==> config.mk <==
export PLATFORM = sky130hd
export DESIGN_NAME = mipsCore
export DESIGN_NICKNAME = d
export VERILOG_FILES = /design/src/rtl/cpuPkg.sv /design/src/rtl/fetchUnit.sv /design/src/rtl/instDecoder.sv /design/src/rtl/registerFile.sv /design/src/rtl/operandForward.sv /design/src/rtl/decodeStage.sv /design/src/rtl/alu.sv /design/src/rtl/mipsCore.sv
export SDC_FILE = /design/constraint.sdc
export NUM_CORES = 2
export LEC_CHECK = 0
export BUFFER_PORTS_ARGS = -buffer_cell sky130_fd_sc_hd__buf_2
export CAP_MARGIN = 5
export CORE_ASPECT_RATIO = 1.25
export CORE_MARGIN = 1
export CORE_UTILIZATION = 34
export CTS_CLUSTER_DIAMETER = 80
export DETAILED_ROUTE_END_ITERATION = 16
export MAX_ROUTING_LAYER = met4
export PLACE_DENSITY = 0.55
export RECOVER_POWER = 50
export REMOVE_ABC_BUFFERS = 1
export SLEW_MARGIN = 10
export SYNTH_ARGS = -nofsm -noshare
export SYNTH_HDL_FRONTEND = slang
export SYNTH_SLANG_ARGS = --single-unit
==> constraint.sdc <==
create_clock -name clk -period 22.1 [get_ports clk]
set_input_delay 1.105 -clock clk [delete_from_list [all_inputs] [get_ports clk]]
set_output_delay 1.105 -clock clk [all_outputs]
set_load 0.02 [all_outputs]
==> src/rtl/cpuPkg.sv <==
package cpuPkg;

    typedef logic [31:0] word_t;
    typedef logic [4:0] regAddr_t;

    localparam word_t resetPc = 32'h0000_0000;
    localparam word_t pcStep = 32'd4;
    localparam int regCount = 32;

    // Primary opcode field
    typedef enum logic [5:0] {
        opSpecial = 6'h00,
        opJ       = 6'h02,
        opBeq     = 6'h04,
        opBne     = 6'h05,
        opAddiu   = 6'h09,
        opOri     = 6'h0d,
        opLui     = 6'h0f,
        opLw      = 6'h23,
        opSw      = 6'h2b
    } opcode_t;

    // Function field of special opcode
    typedef enum logic [5:0] {
        fnJr   = 6'h08,
        fnAddu = 6'h21,
        fnSubu = 6'h23,
        fnAnd  = 6'h24,
        fnOr   = 6'h25,
        fnSlt  = 6'h2a
    } funct_t;

    typedef enum logic [2:0] {
        aluAdd,
        aluSub,
        aluAnd,
        aluOr,
        aluSlt,
        aluLui
    } aluOp_t;

    typedef enum logic [2:0] {
        brNone,
        brBeq,
        brBne,
        brJump,
        brJumpReg
    } branchKind_t;

    typedef enum logic [1:0] {
        wbNone,
        wbAlu,
        wbMem
    } wbSel_t;

    typedef struct packed {
        aluOp_t aluOp;
        logic useImm;
        logic zeroExtend;
        word_t imm;
        regAddr_t rs;
        logic rsUsed;
        regAddr_t rt;
        logic rtUsed;
        regAddr_t dest;
        logic regWrite;
        wbSel_t wbSel;
        logic memRead;
        logic memWrite;
        branchKind_t branchKind;
    } ctrlWord_t;

    // One in-flight result offered to decode
    typedef struct packed {
        logic regWrite;
        regAddr_t dest;
        logic ready;
        word_t value;
    } forwardSrc_t;

    typedef struct packed {
        logic readEn;
        word_t addr;
    } instReq_t;

    typedef struct packed {
        logic read;
        logic write;
        word_t addr;
        word_t wdata;
    } memReq_t;

    typedef struct packed {
        word_t pc;
        logic wen;
        regAddr_t wnum;
        word_t wdata;
    } wbTrace_t;

endpackage

==> src/rtl/fetchUnit.sv <==
`timescale 1ns/1ps

module fetchUnit import cpuPkg::*; (
    input logic clk,
    input logic reset,
    input logic stall,
    input logic redirect,
    input word_t target,
    output instReq_t instReq,
    input logic instSramValid,
    output logic accepted,
    output word_t pc
);

    word_t fetchPc;
    word_t nextPc;
    logic pendingValid;
    word_t pendingTarget;

    // Fetch always requests and moves only on acceptance
    assign instReq.readEn = 1'b1;
    assign instReq.addr = fetchPc;
    assign pc = fetchPc;
    assign accepted = instSramValid && !stall;

    // Redirect takes effect once the delay slot is accepted
    always_comb begin
        if (redirect) begin
            nextPc = target;
        end else if (pendingValid) begin
            nextPc = pendingTarget;
        end else begin
            nextPc = fetchPc + pcStep;
        end
    end

    always_ff @(posedge clk) begin
        if (reset) begin
            fetchPc <= resetPc;
            pendingValid <= 1'b0;
        end else if (accepted) begin
            fetchPc <= nextPc;
            pendingValid <= 1'b0;
        end else if (redirect) begin
            pendingValid <= 1'b1;
        end
    end

    always_ff @(posedge clk) begin
        if (redirect && !accepted) begin
            pendingTarget <= target;
        end
    end

endmodule

==> src/rtl/instDecoder.sv <==
`timescale 1ns/1ps

module instDecoder import cpuPkg::*; (
    input word_t instruction,
    output ctrlWord_t ctrl
);

    opcode_t opcode;
    funct_t funct;
    logic [15:0] imm16;
    logic aluRtype;

    assign opcode = opcode_t'(instruction[31:26]);
    assign funct = funct_t'(instruction[5:0]);
    assign imm16 = instruction[15:0];

    always_comb begin
        ctrl = '0;
        aluRtype = 1'b0;
        ctrl.rs = instruction[25:21];
        ctrl.rt = instruction[20:16];
        case (opcode)
            opSpecial: begin
                aluRtype = 1'b1;
                case (funct)
                    fnAddu: ctrl.aluOp = aluAdd;
                    fnSubu: ctrl.aluOp = aluSub;
                    fnAnd: ctrl.aluOp = aluAnd;
                    fnOr: ctrl.aluOp = aluOr;
                    fnSlt: ctrl.aluOp = aluSlt;
                    fnJr: begin
                        aluRtype = 1'b0;
                        ctrl.rsUsed = 1'b1;
                        ctrl.branchKind = brJumpReg;
                    end
                    default: aluRtype = 1'b0;
                endcase
            end
            opAddiu, opOri, opLui, opLw: begin
                ctrl.useImm = 1'b1;
                ctrl.rsUsed = (opcode != opLui);
                ctrl.dest = instruction[20:16];
                ctrl.regWrite = 1'b1;
                ctrl.memRead = (opcode == opLw);
                ctrl.wbSel = (opcode == opLw) ? wbMem : wbAlu;
                ctrl.zeroExtend = (opcode == opOri) || (opcode == opLui);
                ctrl.aluOp = (opcode == opOri) ? aluOr : (opcode == opLui) ? aluLui : aluAdd;
            end
            opSw: begin
                ctrl.useImm = 1'b1;
                ctrl.rsUsed = 1'b1;
                ctrl.rtUsed = 1'b1;
                ctrl.memWrite = 1'b1;
            end
            opBeq, opBne: begin
                ctrl.rsUsed = 1'b1;
                ctrl.rtUsed = 1'b1;
                ctrl.branchKind = (opcode == opBeq) ? brBeq : brBne;
            end
            opJ: ctrl.branchKind = brJump;
            default: ;
        endcase
        if (aluRtype) begin
            ctrl.rsUsed = 1'b1;
            ctrl.rtUsed = 1'b1;
            ctrl.dest = instruction[15:11];
            ctrl.regWrite = 1'b1;
            ctrl.wbSel = wbAlu;
        end
        ctrl.imm = ctrl.zeroExtend ? {16'b0, imm16} : {{16{imm16[15]}}, imm16};
        // Writes to $zero are dropped here so later stages never see them
        if (ctrl.dest == '0) begin
            ctrl.regWrite = 1'b0;
            ctrl.wbSel = wbNone;
        end
    end

endmodule

==> src/rtl/registerFile.sv <==
`timescale 1ns/1ps

module registerFile import cpuPkg::*; (
    input logic clk,
    input logic reset,
    input regAddr_t readAddr [2],
    output word_t readData [2],
    input logic writeEn,
    input regAddr_t writeAddr,
    input word_t writeData
);

    word_t regs [regCount];

    always_ff @(posedge clk) begin
        if (reset) begin
            for (int i = 0; i < regCount; i++) begin
                regs[i] <= '0;
            end
        end else if (writeEn && writeAddr != '0) begin
            regs[writeAddr] <= writeData;
        end
    end

    // $zero is cleared on reset and never written
    assign readData[0] = regs[readAddr[0]];
    assign readData[1] = regs[readAddr[1]];

endmodule

==> src/rtl/operandForward.sv <==
`timescale 1ns/1ps

module operandForward import cpuPkg::*; (
    input logic enabled,
    input regAddr_t request,
    input word_t original,
    input forwardSrc_t sources [3],
    output word_t value,
    output logic waiting
);

    logic matched;

    // Sources come newest first, so the first hit wins
    always_comb begin
        value = original;
        waiting = 1'b0;
        matched = 1'b0;
        for (int i = 0; i < 3; i++) begin
            if (!matched && sources[i].regWrite && request != '0 &&
                    sources[i].dest == request) begin
                matched = 1'b1;
                value = sources[i].value;
                waiting = enabled && !sources[i].ready;
            end
        end
    end

endmodule

==> src/rtl/decodeStage.sv <==
`timescale 1ns/1ps

module decodeStage import cpuPkg::*; (
    input logic clk,
    input logic reset,
    input logic valid,
    input word_t instruction,
    input word_t pc,
    input forwardSrc_t sources [3],
    input logic writeEn,
    input regAddr_t writeAddr,
    input word_t writeData,
    output ctrlWord_t ctrl,
    output word_t operands [2],
    output logic hazard,
    output logic redirect,
    output word_t target
);

    regAddr_t srcReg [2];
    logic srcUsed [2];
    word_t rfData [2];
    logic waiting [2];
    word_t seqPc;
    logic taken;

    instDecoder uDecoder (.instruction(instruction), .ctrl(ctrl));

    assign srcReg[0] = ctrl.rs;
    assign srcReg[1] = ctrl.rt;
    assign srcUsed[0] = valid && ctrl.rsUsed;
    assign srcUsed[1] = valid && ctrl.rtUsed;

    registerFile uRegs (
        .clk(clk),
        .reset(reset),
        .readAddr(srcReg),
        .readData(rfData),
        .writeEn(writeEn),
        .writeAddr(writeAddr),
        .writeData(writeData)
    );

    for (genvar g = 0; g < 2; g++) begin : gForward
        operandForward uFwd (
            .enabled(srcUsed[g]),
            .request(srcReg[g]),
            .original(rfData[g]),
            .sources(sources),
            .value(operands[g]),
            .waiting(waiting[g])
        );
    end

    assign hazard = waiting[0] || waiting[1];
    assign seqPc = pc + pcStep;

    always_comb begin
        taken = 1'b0;
        target = seqPc + {ctrl.imm[29:0], 2'b00};
        case (ctrl.branchKind)
            brBeq: taken = (operands[0] == operands[1]);
            brBne: taken = (operands[0] != operands[1]);
            brJump: begin
                taken = 1'b1;
                target = {seqPc[31:28], instruction[25:0], 2'b00};
            end
            brJumpReg: begin
                taken = 1'b1;
                target = operands[0];
            end
            default: ;
        endcase
    end

    assign redirect = valid && !hazard && taken;

endmodule

==> src/rtl/alu.sv <==
`timescale 1ns/1ps

module alu import cpuPkg::*; (
    input aluOp_t op,
    input word_t a,
    input word_t b,
    output word_t result
);

    always_comb begin
        case (op)
            aluAdd: result = a + b;
            aluSub: result = a - b;
            aluAnd: result = a & b;
            aluOr: result = a | b;
            aluSlt: result = {31'b0, $signed(a) < $signed(b)};
            // Immediate arrives zero extended in the low half
            aluLui: result = {b[15:0], 16'b0};
            default: result = '0;
        endcase
    end

endmodule

==> src/rtl/mipsCore.sv <==
`timescale 1ns/1ps

module mipsCore import cpuPkg::*; (
    input logic clk,
    input logic reset,
    output instReq_t instReq,
    input word_t instSramRdata,
    input logic instSramValid,
    output memReq_t memReq,
    input word_t dataSramRdata,
    input logic dataSramValid,
    output wbTrace_t wbTrace
);

    logic memWait;
    logic hazard;
    logic fetchStall;
    logic accepted;
    logic redirect;
    word_t target;
    word_t fetchPc;
    forwardSrc_t fwdSources [3];

    logic dValid;
    word_t dInst;
    word_t dPc;
    ctrlWord_t dCtrl;
    word_t dOperands [2];

    logic eValid;
    ctrlWord_t eCtrl;
    word_t ePc;
    word_t eOperands [2];
    word_t aluB;
    word_t aluResult;

    logic mValid;
    ctrlWord_t mCtrl;
    word_t mPc;
    word_t mAlu;
    word_t mStoreData;

    logic wValid;
    ctrlWord_t wCtrl;
    word_t wPc;
    word_t wAlu;
    word_t wMem;
    word_t wbData;

    // Memory wait freezes everything up to memory stage
    assign memWait = mValid && (mCtrl.memRead || mCtrl.memWrite) && !dataSramValid;
    assign fetchStall = memWait || hazard;

    fetchUnit uFetch (
        .clk(clk),
        .reset(reset),
        .stall(fetchStall),
        .redirect(redirect),
        .target(target),
        .instReq(instReq),
        .instSramValid(instSramValid),
        .accepted(accepted),
        .pc(fetchPc)
    );

    always_ff @(posedge clk) begin
        if (reset) begin
            dValid <= 1'b0;
        end else if (!fetchStall) begin
            dValid <= accepted;
        end
    end

    always_ff @(posedge clk) begin
        if (!fetchStall) begin
            dInst <= instSramRdata;
            dPc <= fetchPc;
        end
    end

    // Sources ordered newest first from execute to writeback
    assign fwdSources[0] = '{regWrite: eValid && eCtrl.regWrite, dest: eCtrl.dest,
                             ready: !eCtrl.memRead, value: aluResult};
    assign fwdSources[1] = '{regWrite: mValid && mCtrl.regWrite, dest: mCtrl.dest,
                             ready: !mCtrl.memRead, value: mAlu};
    assign fwdSources[2] = '{regWrite: wbTrace.wen, dest: wbTrace.wnum,
                             ready: 1'b1, value: wbData};

    decodeStage uDecode (
        .clk(clk),
        .reset(reset),
        .valid(dValid),
        .instruction(dInst),
        .pc(dPc),
        .sources(fwdSources),
        .writeEn(wbTrace.wen),
        .writeAddr(wbTrace.wnum),
        .writeData(wbTrace.wdata),
        .ctrl(dCtrl),
        .operands(dOperands),
        .hazard(hazard),
        .redirect(redirect),
        .target(target)
    );

    // Hazard leaves a bubble in execute
    always_ff @(posedge clk) begin
        if (reset) begin
            eValid <= 1'b0;
        end else if (!memWait) begin
            eValid <= dValid && !hazard;
        end
    end

    always_ff @(posedge clk) begin
        if (!memWait) begin
            eCtrl <= dCtrl;
            ePc <= dPc;
            eOperands <= dOperands;
        end
    end

    assign aluB = eCtrl.useImm ? eCtrl.imm : eOperands[1];

    alu uAlu (.op(eCtrl.aluOp), .a(eOperands[0]), .b(aluB), .result(aluResult));

    always_ff @(posedge clk) begin
        if (reset) begin
            mValid <= 1'b0;
        end else if (!memWait) begin
            mValid <= eValid;
        end
    end

    always_ff @(posedge clk) begin
        if (!memWait) begin
            mCtrl <= eCtrl;
            mPc <= ePc;
            mAlu <= aluResult;
            mStoreData <= eOperands[1];
        end
    end

    assign memReq.read = mValid && mCtrl.memRead;
    assign memReq.write = mValid && mCtrl.memWrite;
    assign memReq.addr = mAlu;
    assign memReq.wdata = mStoreData;

    always_ff @(posedge clk) begin
        if (reset) begin
            wValid <= 1'b0;
        end else begin
            wValid <= mValid && !memWait;
        end
    end

    always_ff @(posedge clk) begin
        wCtrl <= mCtrl;
        wPc <= mPc;
        wAlu <= mAlu;
        wMem <= dataSramRdata;
    end

    assign wbData = (wCtrl.wbSel == wbMem) ? wMem : wAlu;

    assign wbTrace.pc = wPc;
    assign wbTrace.wen = wValid && wCtrl.regWrite;
    assign wbTrace.wnum = wCtrl.dest;
    assign wbTrace.wdata = wbData;

endmodule

======== Word-level counts from Yosys, hierarchy flattened ========
Memories as Yosys holds them, arrays and structs flattened. A register that Yosys moved wholly into a read port is not among the register bits.
Cells that the tools add are included.
storage, ports and cells
  input bits .............................. 68
  bits in registers ....................... 484
  memories ................................ 1
  bits in writable memories ............... 1024
operators by class
  bitwise gates (word level) .............. 3
  eq/ne operators ......................... 33
  add/sub/neg operators ................... 5
  reduce and logical (&&, ||, !) cells .... 63
  $lt $le $gt $ge ......................... 1
  multiplexer cells ....................... 53
memory list
  name                words  bits a word  read ports  clocked after memory_dff  write ports  line                RTL
  uDecode.uRegs.regs  32     32           2           2                         32           registerFile.sv:13  word_t regs [regCount];
operator list
  cell                     number
  $mux W32                 11
  $pmux W32 S6             1
  $add A32 B3 Y32 const B  2
  $add A32 B32 Y32         2
  $pmux W32 S2             1
  $eq A6 B6 Y1 const B     7
  $logic_and A1 B1 Y1      35
  $and A32 B32 Y32         1
  $eq A32 B32 Y1           1
  $lt A32 B32 Y1           1
  $ne A32 B32 Y1           1
  $or A32 B32 Y32          1
  $reduce_or A32 Y1        1
  $sub A32 B32 Y32         1
  $eq A5 B5 Y1             6
  $mux W30                 1
  $eq A6 B4 Y1 const B     4
  $mux W1                  24
  $mux W9                  2
  $mux W5                  3
  $reduce_bool A5 Y1       3
  $eq A3 B2 Y1 const B     4
  $eq A6 B3 Y1 const B     2
  $pmux W3 S4              1
  20 further kinds         42

======== Logic depth before layout (Yosys ltp) ========
  depth after elaboration ................. 20
  depth in mapped cells ................... 25
  depth with buffers taken out ............ 25

======== By module ========
A second synthesis with hierarchy kept.
second synthesis, totals
  cells, all modules ...................... 7286
  area total of the unflattened synthesis .. 84174.5 µm²
by module, submodules not included
  module          times used  area each (µm²)  seq. area each (µm²)  cells an instance
  registerFile    1           55912.4          30749.5               4605
  mipsCore        1           12976.2          11531.1               586
  alu             1           5134.9           0.0                   798
  fetchUnit       1           3542.1           1621.6                374
  decodeStage     1           3229.3           0.0                   466
  operandForward  2           1337.5           0.0                   181
  instDecoder     1           704.4            0.0                   95

======== Least setup slack after synthesis ========
OpenSTA, ideal clock, no wires.
  kind .................................... input-to-reg
  start point ............................. input port dataSramValid
  end point ............................... register uFetch.pendingTarget[0], enable pin
  library setup time ...................... 480 ps
  required time ........................... 21620 ps
  slack ................................... 14052 ps
  buffers on the path ..................... 3
  cell stages on the path ................. 7
  data arrival time ....................... 7568 ps
  path through ............................ nor2_1 -> inv_1 -> and3_1 -> clkbuf_1 -> clkbuf_1 -> clkbuf_1 -> a21oi_1
on the way
  word-level cells in the longest chain between the ends .. 7
ends and longest elaborated chain
  item                  line             RTL
  from (decl)           mipsCore.sv:11   input logic dataSramValid,
  $logic_not A1 Y1      mipsCore.sv:51   assign memWait = mValid && (mCtrl.memRead || mCtrl.memWrite) && !dataSramValid;
  $logic_and A1 B1 Y1   mipsCore.sv:51
  $logic_or A1 B1 Y1    mipsCore.sv:52   assign fetchStall = memWait || hazard;
  $logic_not A1 Y1      --
  $logic_and A1 B1 Y1   fetchUnit.sv:24  assign accepted = instSramValid && !stall;
  $logic_not A1 Y1      fetchUnit.sv:50  if (redirect && !accepted) begin
  $logic_and A1 B1 Y1   fetchUnit.sv:50
  to (signal assigned)  fetchUnit.sv:51  pendingTarget <= target;
  to (decl)             fetchUnit.sv:18  word_t pendingTarget;
Every way passes these cells.
A chain may end at the register's enable or synchronous reset.

======== Final worst setup path ========
  start point ............................. register wCtrl[6] in the netlist's numbering
  end point ............................... register uFetch.fetchPc[21], in the netlist uFetch.pc[21]
on the way
  word-level cells in the longest chain between the ends .. 7
  elaborated cells on any way between the ends .. 10
  those cells by class .................... eq/ne (3); mux (6); reduce/logical (1)
ends and longest elaborated chain
  item                                                     line                                  RTL
  from (decl)                                              mipsCore.sv:44                        ctrlWord_t wCtrl;
  from (signal assigned)                                   mipsCore.sv:158                       wCtrl <= mCtrl;
  $eq A2 B2 Y1 *                                           mipsCore.sv:164                       assign wbData = (wCtrl.wbSel == wbMem) ? wMem : wAlu;
  $mux W32 *                                               mipsCore.sv:164
  $mux W32                                                 operandForward.sv:20                  if (!matched && sources[i].regWrite && request != '0 &&
  $ne A32 B32 Y1 / $eq A32 B32 Y1 (equally long branches)  decodeStage.sv:63, decodeStage.sv:62
  $pmux W1 S3                                              decodeStage.sv:61                     case (ctrl.branchKind)
  $logic_and A1 B1 Y1                                      decodeStage.sv:76                     assign redirect = valid && !hazard && taken;
  $mux W32 *                                               fetchUnit.sv:28                       if (redirect) begin
  to (signal assigned)                                     fetchUnit.sv:39                       fetchPc <= resetPc;
  to (signal assigned)                                     fetchUnit.sv:42                       fetchPc <= nextPc;
  to (decl)                                                fetchUnit.sv:15                       word_t fetchPc;
Every way passes the cells marked *; elsewhere a longest branch is shown, timed or not.

==> results.py <==
metrics = {
    "placement": {
        "hpwl_mm": 222,
        "dp_slack_ns": 13.16,
        "numPortBuffers": 235,
        "dp.cells": 9181,
        "place.gp.congestion": 0.974,
    },
    "run": {
        "maxCapViolCount": 66,
    },
    "cts": {
        "clock_tree.buffer_depth": 3,
        "clock-sinks": 1505,
        "post_cts_buffers": 0,
        "cts.reportedPaths.clkPinSlew_ns": 0.06,
        "clk_latency_ns": 0.85,
        "htreeDepth": 4,
        "cts_tree": "yes",
        "ctsResizeCount": 0,
        "numCtsBuffers": 161,
        "clockRootBuffer": "clkbuf_16",
        "cts_hold_buf": 0,
    },
    "cells_and_area": {
        "drive_gt1_share_pct": 17.8,
        "top_regs": "uDecode.uRegs.regs (1024), eOperands (64)",
        "instances_no_fill": 9488,
        "area_delta_synth_final_pct": 11.9,
        "top_register": "uDecode.uRegs.regs",
        "largest_reg_flops": 1024,
        "post-route-util_pct": 38.3,
        "num-nets-final": 6478,
    },
    "timing": {
        "whs_ns": 0.340,
        "setup_viol": 0,
        "fin_setup_tns_ns": 0,
        "hold_viol_final": 0,
        "fin_crit_ns": 11.40,
        "rsz0062_at_grt": "no",
        "clock.fmax_mhz": 87.7,
        "fin_crit_sh_pct": 51.6,
        "worstMarginPinSlew_ns": 4.65,
        "slew_violations": 1757,
        "skew_ns": 0.0358,
        "relSlewSlack_pct": -212,
        "setup_ws_ns": 10.70,
    },
    "run_status": {
        "violations": "capacitance limit, slew limit",
        "outcome": "finished, violations left",
    },
    "route": {
        "detailedRoute.firstIterationViolations": 8430,
        "drt-total-wl_mm": 339,
        "vias": 58943,
        "ant_nets": 0,
        "drc_errors": 0,
        "first_pass_iters": 6,
        "viasPerCell": 6.21,
        "wl_per_cell_um": 35.8,
    },
    "power_and_ir_drop": {
        "p_seq_share_pct": 44.1,
        "p_int_mw": 5.29,
        "switching_share_pct": 33.8,
        "switching_power_mw": 2.70,
        "clkPwrFrac_pct": 34.1,
        "pwr_density_cell_nw_per_um2": 90.2,
        "p_leak_nw": 32.4,
        "vdd_ir_drop_max_uv": 80.3,
        "pwr-share-comb_pct": 21.8,
    },
    "die": {
        "ios": 237,
        "rows": 197,
        "design.core.area_um2": 231000,
        "die_width_um": 434,
        "die-area_um2": 235000,
        "die_h_um": 541,
        "start_util_pct": 34.3,
    },
    "synthesis": {
        "netlist-cell-type-count": 101,
        "synthAdderAreaFrac_pct": 2.40,
        "syn_inst": 6189,
        "synth_top_cell_area_share_pct": 51.4,
        "yosys.area_share.simple_pct": 10.7,
        "ys_seq_area_share_pct": 55.2,
        "netlist_area_um2": 79200,
        "ys_ff_latch": 1505,
        "synth_compound_area_share_pct": 7.82,
        "synthTopCellsByCount": "edfxtp_1 (1354), nor2_1 (1236), mux4_2 (501), clkbuf_1 (326), nand2_1 (269)",
        "yosys_warnings": 0,
        "syn_area_per_cell_um2": 12.8,
        "async_flop_share_pct": 0,
        "synth_xor_area_share_pct": 1.59,
        "synthFlopType": "edfxtp_1",
        "synth_edf_count": 1354,
        "yosysTopAreaCell": "edfxtp_1",
        "synth_mux_area_share_pct": 18.0,
        "synth.area.top_cells": "edfxtp_1 (51%), mux4_2 (14%), nor2_1 (5.9%)",
        "synth_top_family_by_area": "multiplexers",
        "synth_most_common_cell": "edfxtp_1",
    },
    "worst_setup_path": {
        "cp-start-kind": "register",
        "cp_max_fo": 32,
        "worstSetupPathType": "register to register",
        "cp_cell_sequence": "nor2b_1 -> clkbuf_1 -> clkbuf_1 -> mux2i_4 -> clkbuf_1 -> inv_1 -> o211ai_1 -> nand3_1 -> o21ai_0 -> xnor2_1 -> or4_1 -> nor4_1 -> nand4b_1 -> o21ai_0 -> nand3_2 -> buf_4 -> mux2i_1 -> a211oi_1",
        "arrival_ns": 12.11,
        "end_kind": "register",
        "worst_ep_required_time_ns": 22.81,
        "crit_top_cell": "clkbuf_1",
        "max_stage_delay_ns": 2.34,
        "regToRegSetupSlack_ns": 10.70,
        "crit_slowest_cell": "clkbuf_1",
    },
    "global_routing": {
        "grt_overflow": 0,
        "grtUsageTotal_pct": 29.2,
        "antenna_found_initial": 18,
        "first_global_vias": 56790,
        "grt_max_degree": 105,
        "grt_pass1_wl_mm": 460,
    },
    "min_path": {
        "hold_path_class": "register to register",
    },
}
## logic make-up after synthesis
group                    after synthesis
XOR/XNOR                             144
AO/OA/AOI/OAI                        897
multiplexers                         793
other                                  2
adder cells (fa/ha/maj)              150
flip-flops                          1505
AND/OR/NAND/NOR                     1966
buffers and inverters                732
## final cells by class
cell class,instances,area (um2)
Sequential cell,1505,43700
Timing Repair Buffer,437,2300
Tap cell,3084,3860
Inverter,172,651
Antenna cell,10,25.0
Clock inverter,80,719
Clock buffer,217,4440
Fill cell,22083,142000
Multi-Input combinational cell,3983,32900
## worst max-delay path, delay by kind of cell (launching register included)
| kind | cells | cell delay [ns] |
|---|---|---|
| compound gates | 4 | 1.39 |
| xor+xnor | 1 | 0.11 |
| simple gates | 6 | 2.04 |
| flops | 1 | 0.32 |
| buf+inv | 5 | 6.72 |
| mux | 2 | 0.62 |
## placed cells by master, fill, tap and decap left out, drive strengths merged, types with 42 or more instances in the layout
| master | count |
|---|---|
| mux2i | 246 |
| nor3 | 68 |
| nor2b | 42 |
| a21oi | 182 |
| mux4 | 501 |
| nand2b | 61 |
| o21ai | 139 |
| a211oi | 78 |
| clkbuf | 434 |
| nand3 | 96 |
| ha | 147 |
| edfxtp | 1354 |
| dfxtp | 151 |
| xor2 | 64 |
| a22oi | 82 |
| buf | 220 |
| xnor2 | 80 |
| nand2 | 269 |
| o22ai | 54 |
| mux2 | 46 |
| nor2 | 1237 |
| inv | 179 |
| clkinv | 62 |
## power by group through the flow
stage | clock network [mW] | registers [mW] | logic [mW]
3_3_place_gp | 0 | 3.56 | 1.71
2_1_floorplan | 0 | 3.52 | 0.915
6_report | 2.72 | 3.52 | 1.74
3_5_place_dp | 0 | 3.57 | 1.72
5_1_grt | 2.84 | 3.53 | 1.80
4_1_cts | 2.74 | 3.51 | 1.73
## through the flow
step / cell area [um2] / power [mW]
detailed placement: 83900 / 5.29
global route: 88600 / 8.17
finish: 88600 / 7.99
floorplan: 76600 / 4.43
global placement: 83900 / 5.28
CTS: 89100 / 7.98
## worst paths after layout
| check | to | from | cells after the start |
|---|---|---|---|
| max | uFetch.pc[21]$_SDFFE_PP0P_ | wCtrl[6]$_DFF_P_ | 18 |
| min | wPc[23]$_DFF_P_ | mPc[23]$_DFFE_PN_ | 0 |
| min reg2reg | wPc[23]$_DFF_P_ | mPc[23]$_DFFE_PN_ | 0 |
| max reg2reg | uFetch.pc[21]$_SDFFE_PP0P_ | wCtrl[6]$_DFF_P_ | 18 |
## metal layers
metal  track usage (%)  vias to the layer above  wire, um
met5                 -                        -         0
met4              21.1                        0     30400
met3              5.80                     1105     35100
met2              45.2                     4182    157000
met1              33.6                    30221    117000
li1                  -                    23435         -
No activity file was read; power rests on OpenSTA's default activity.
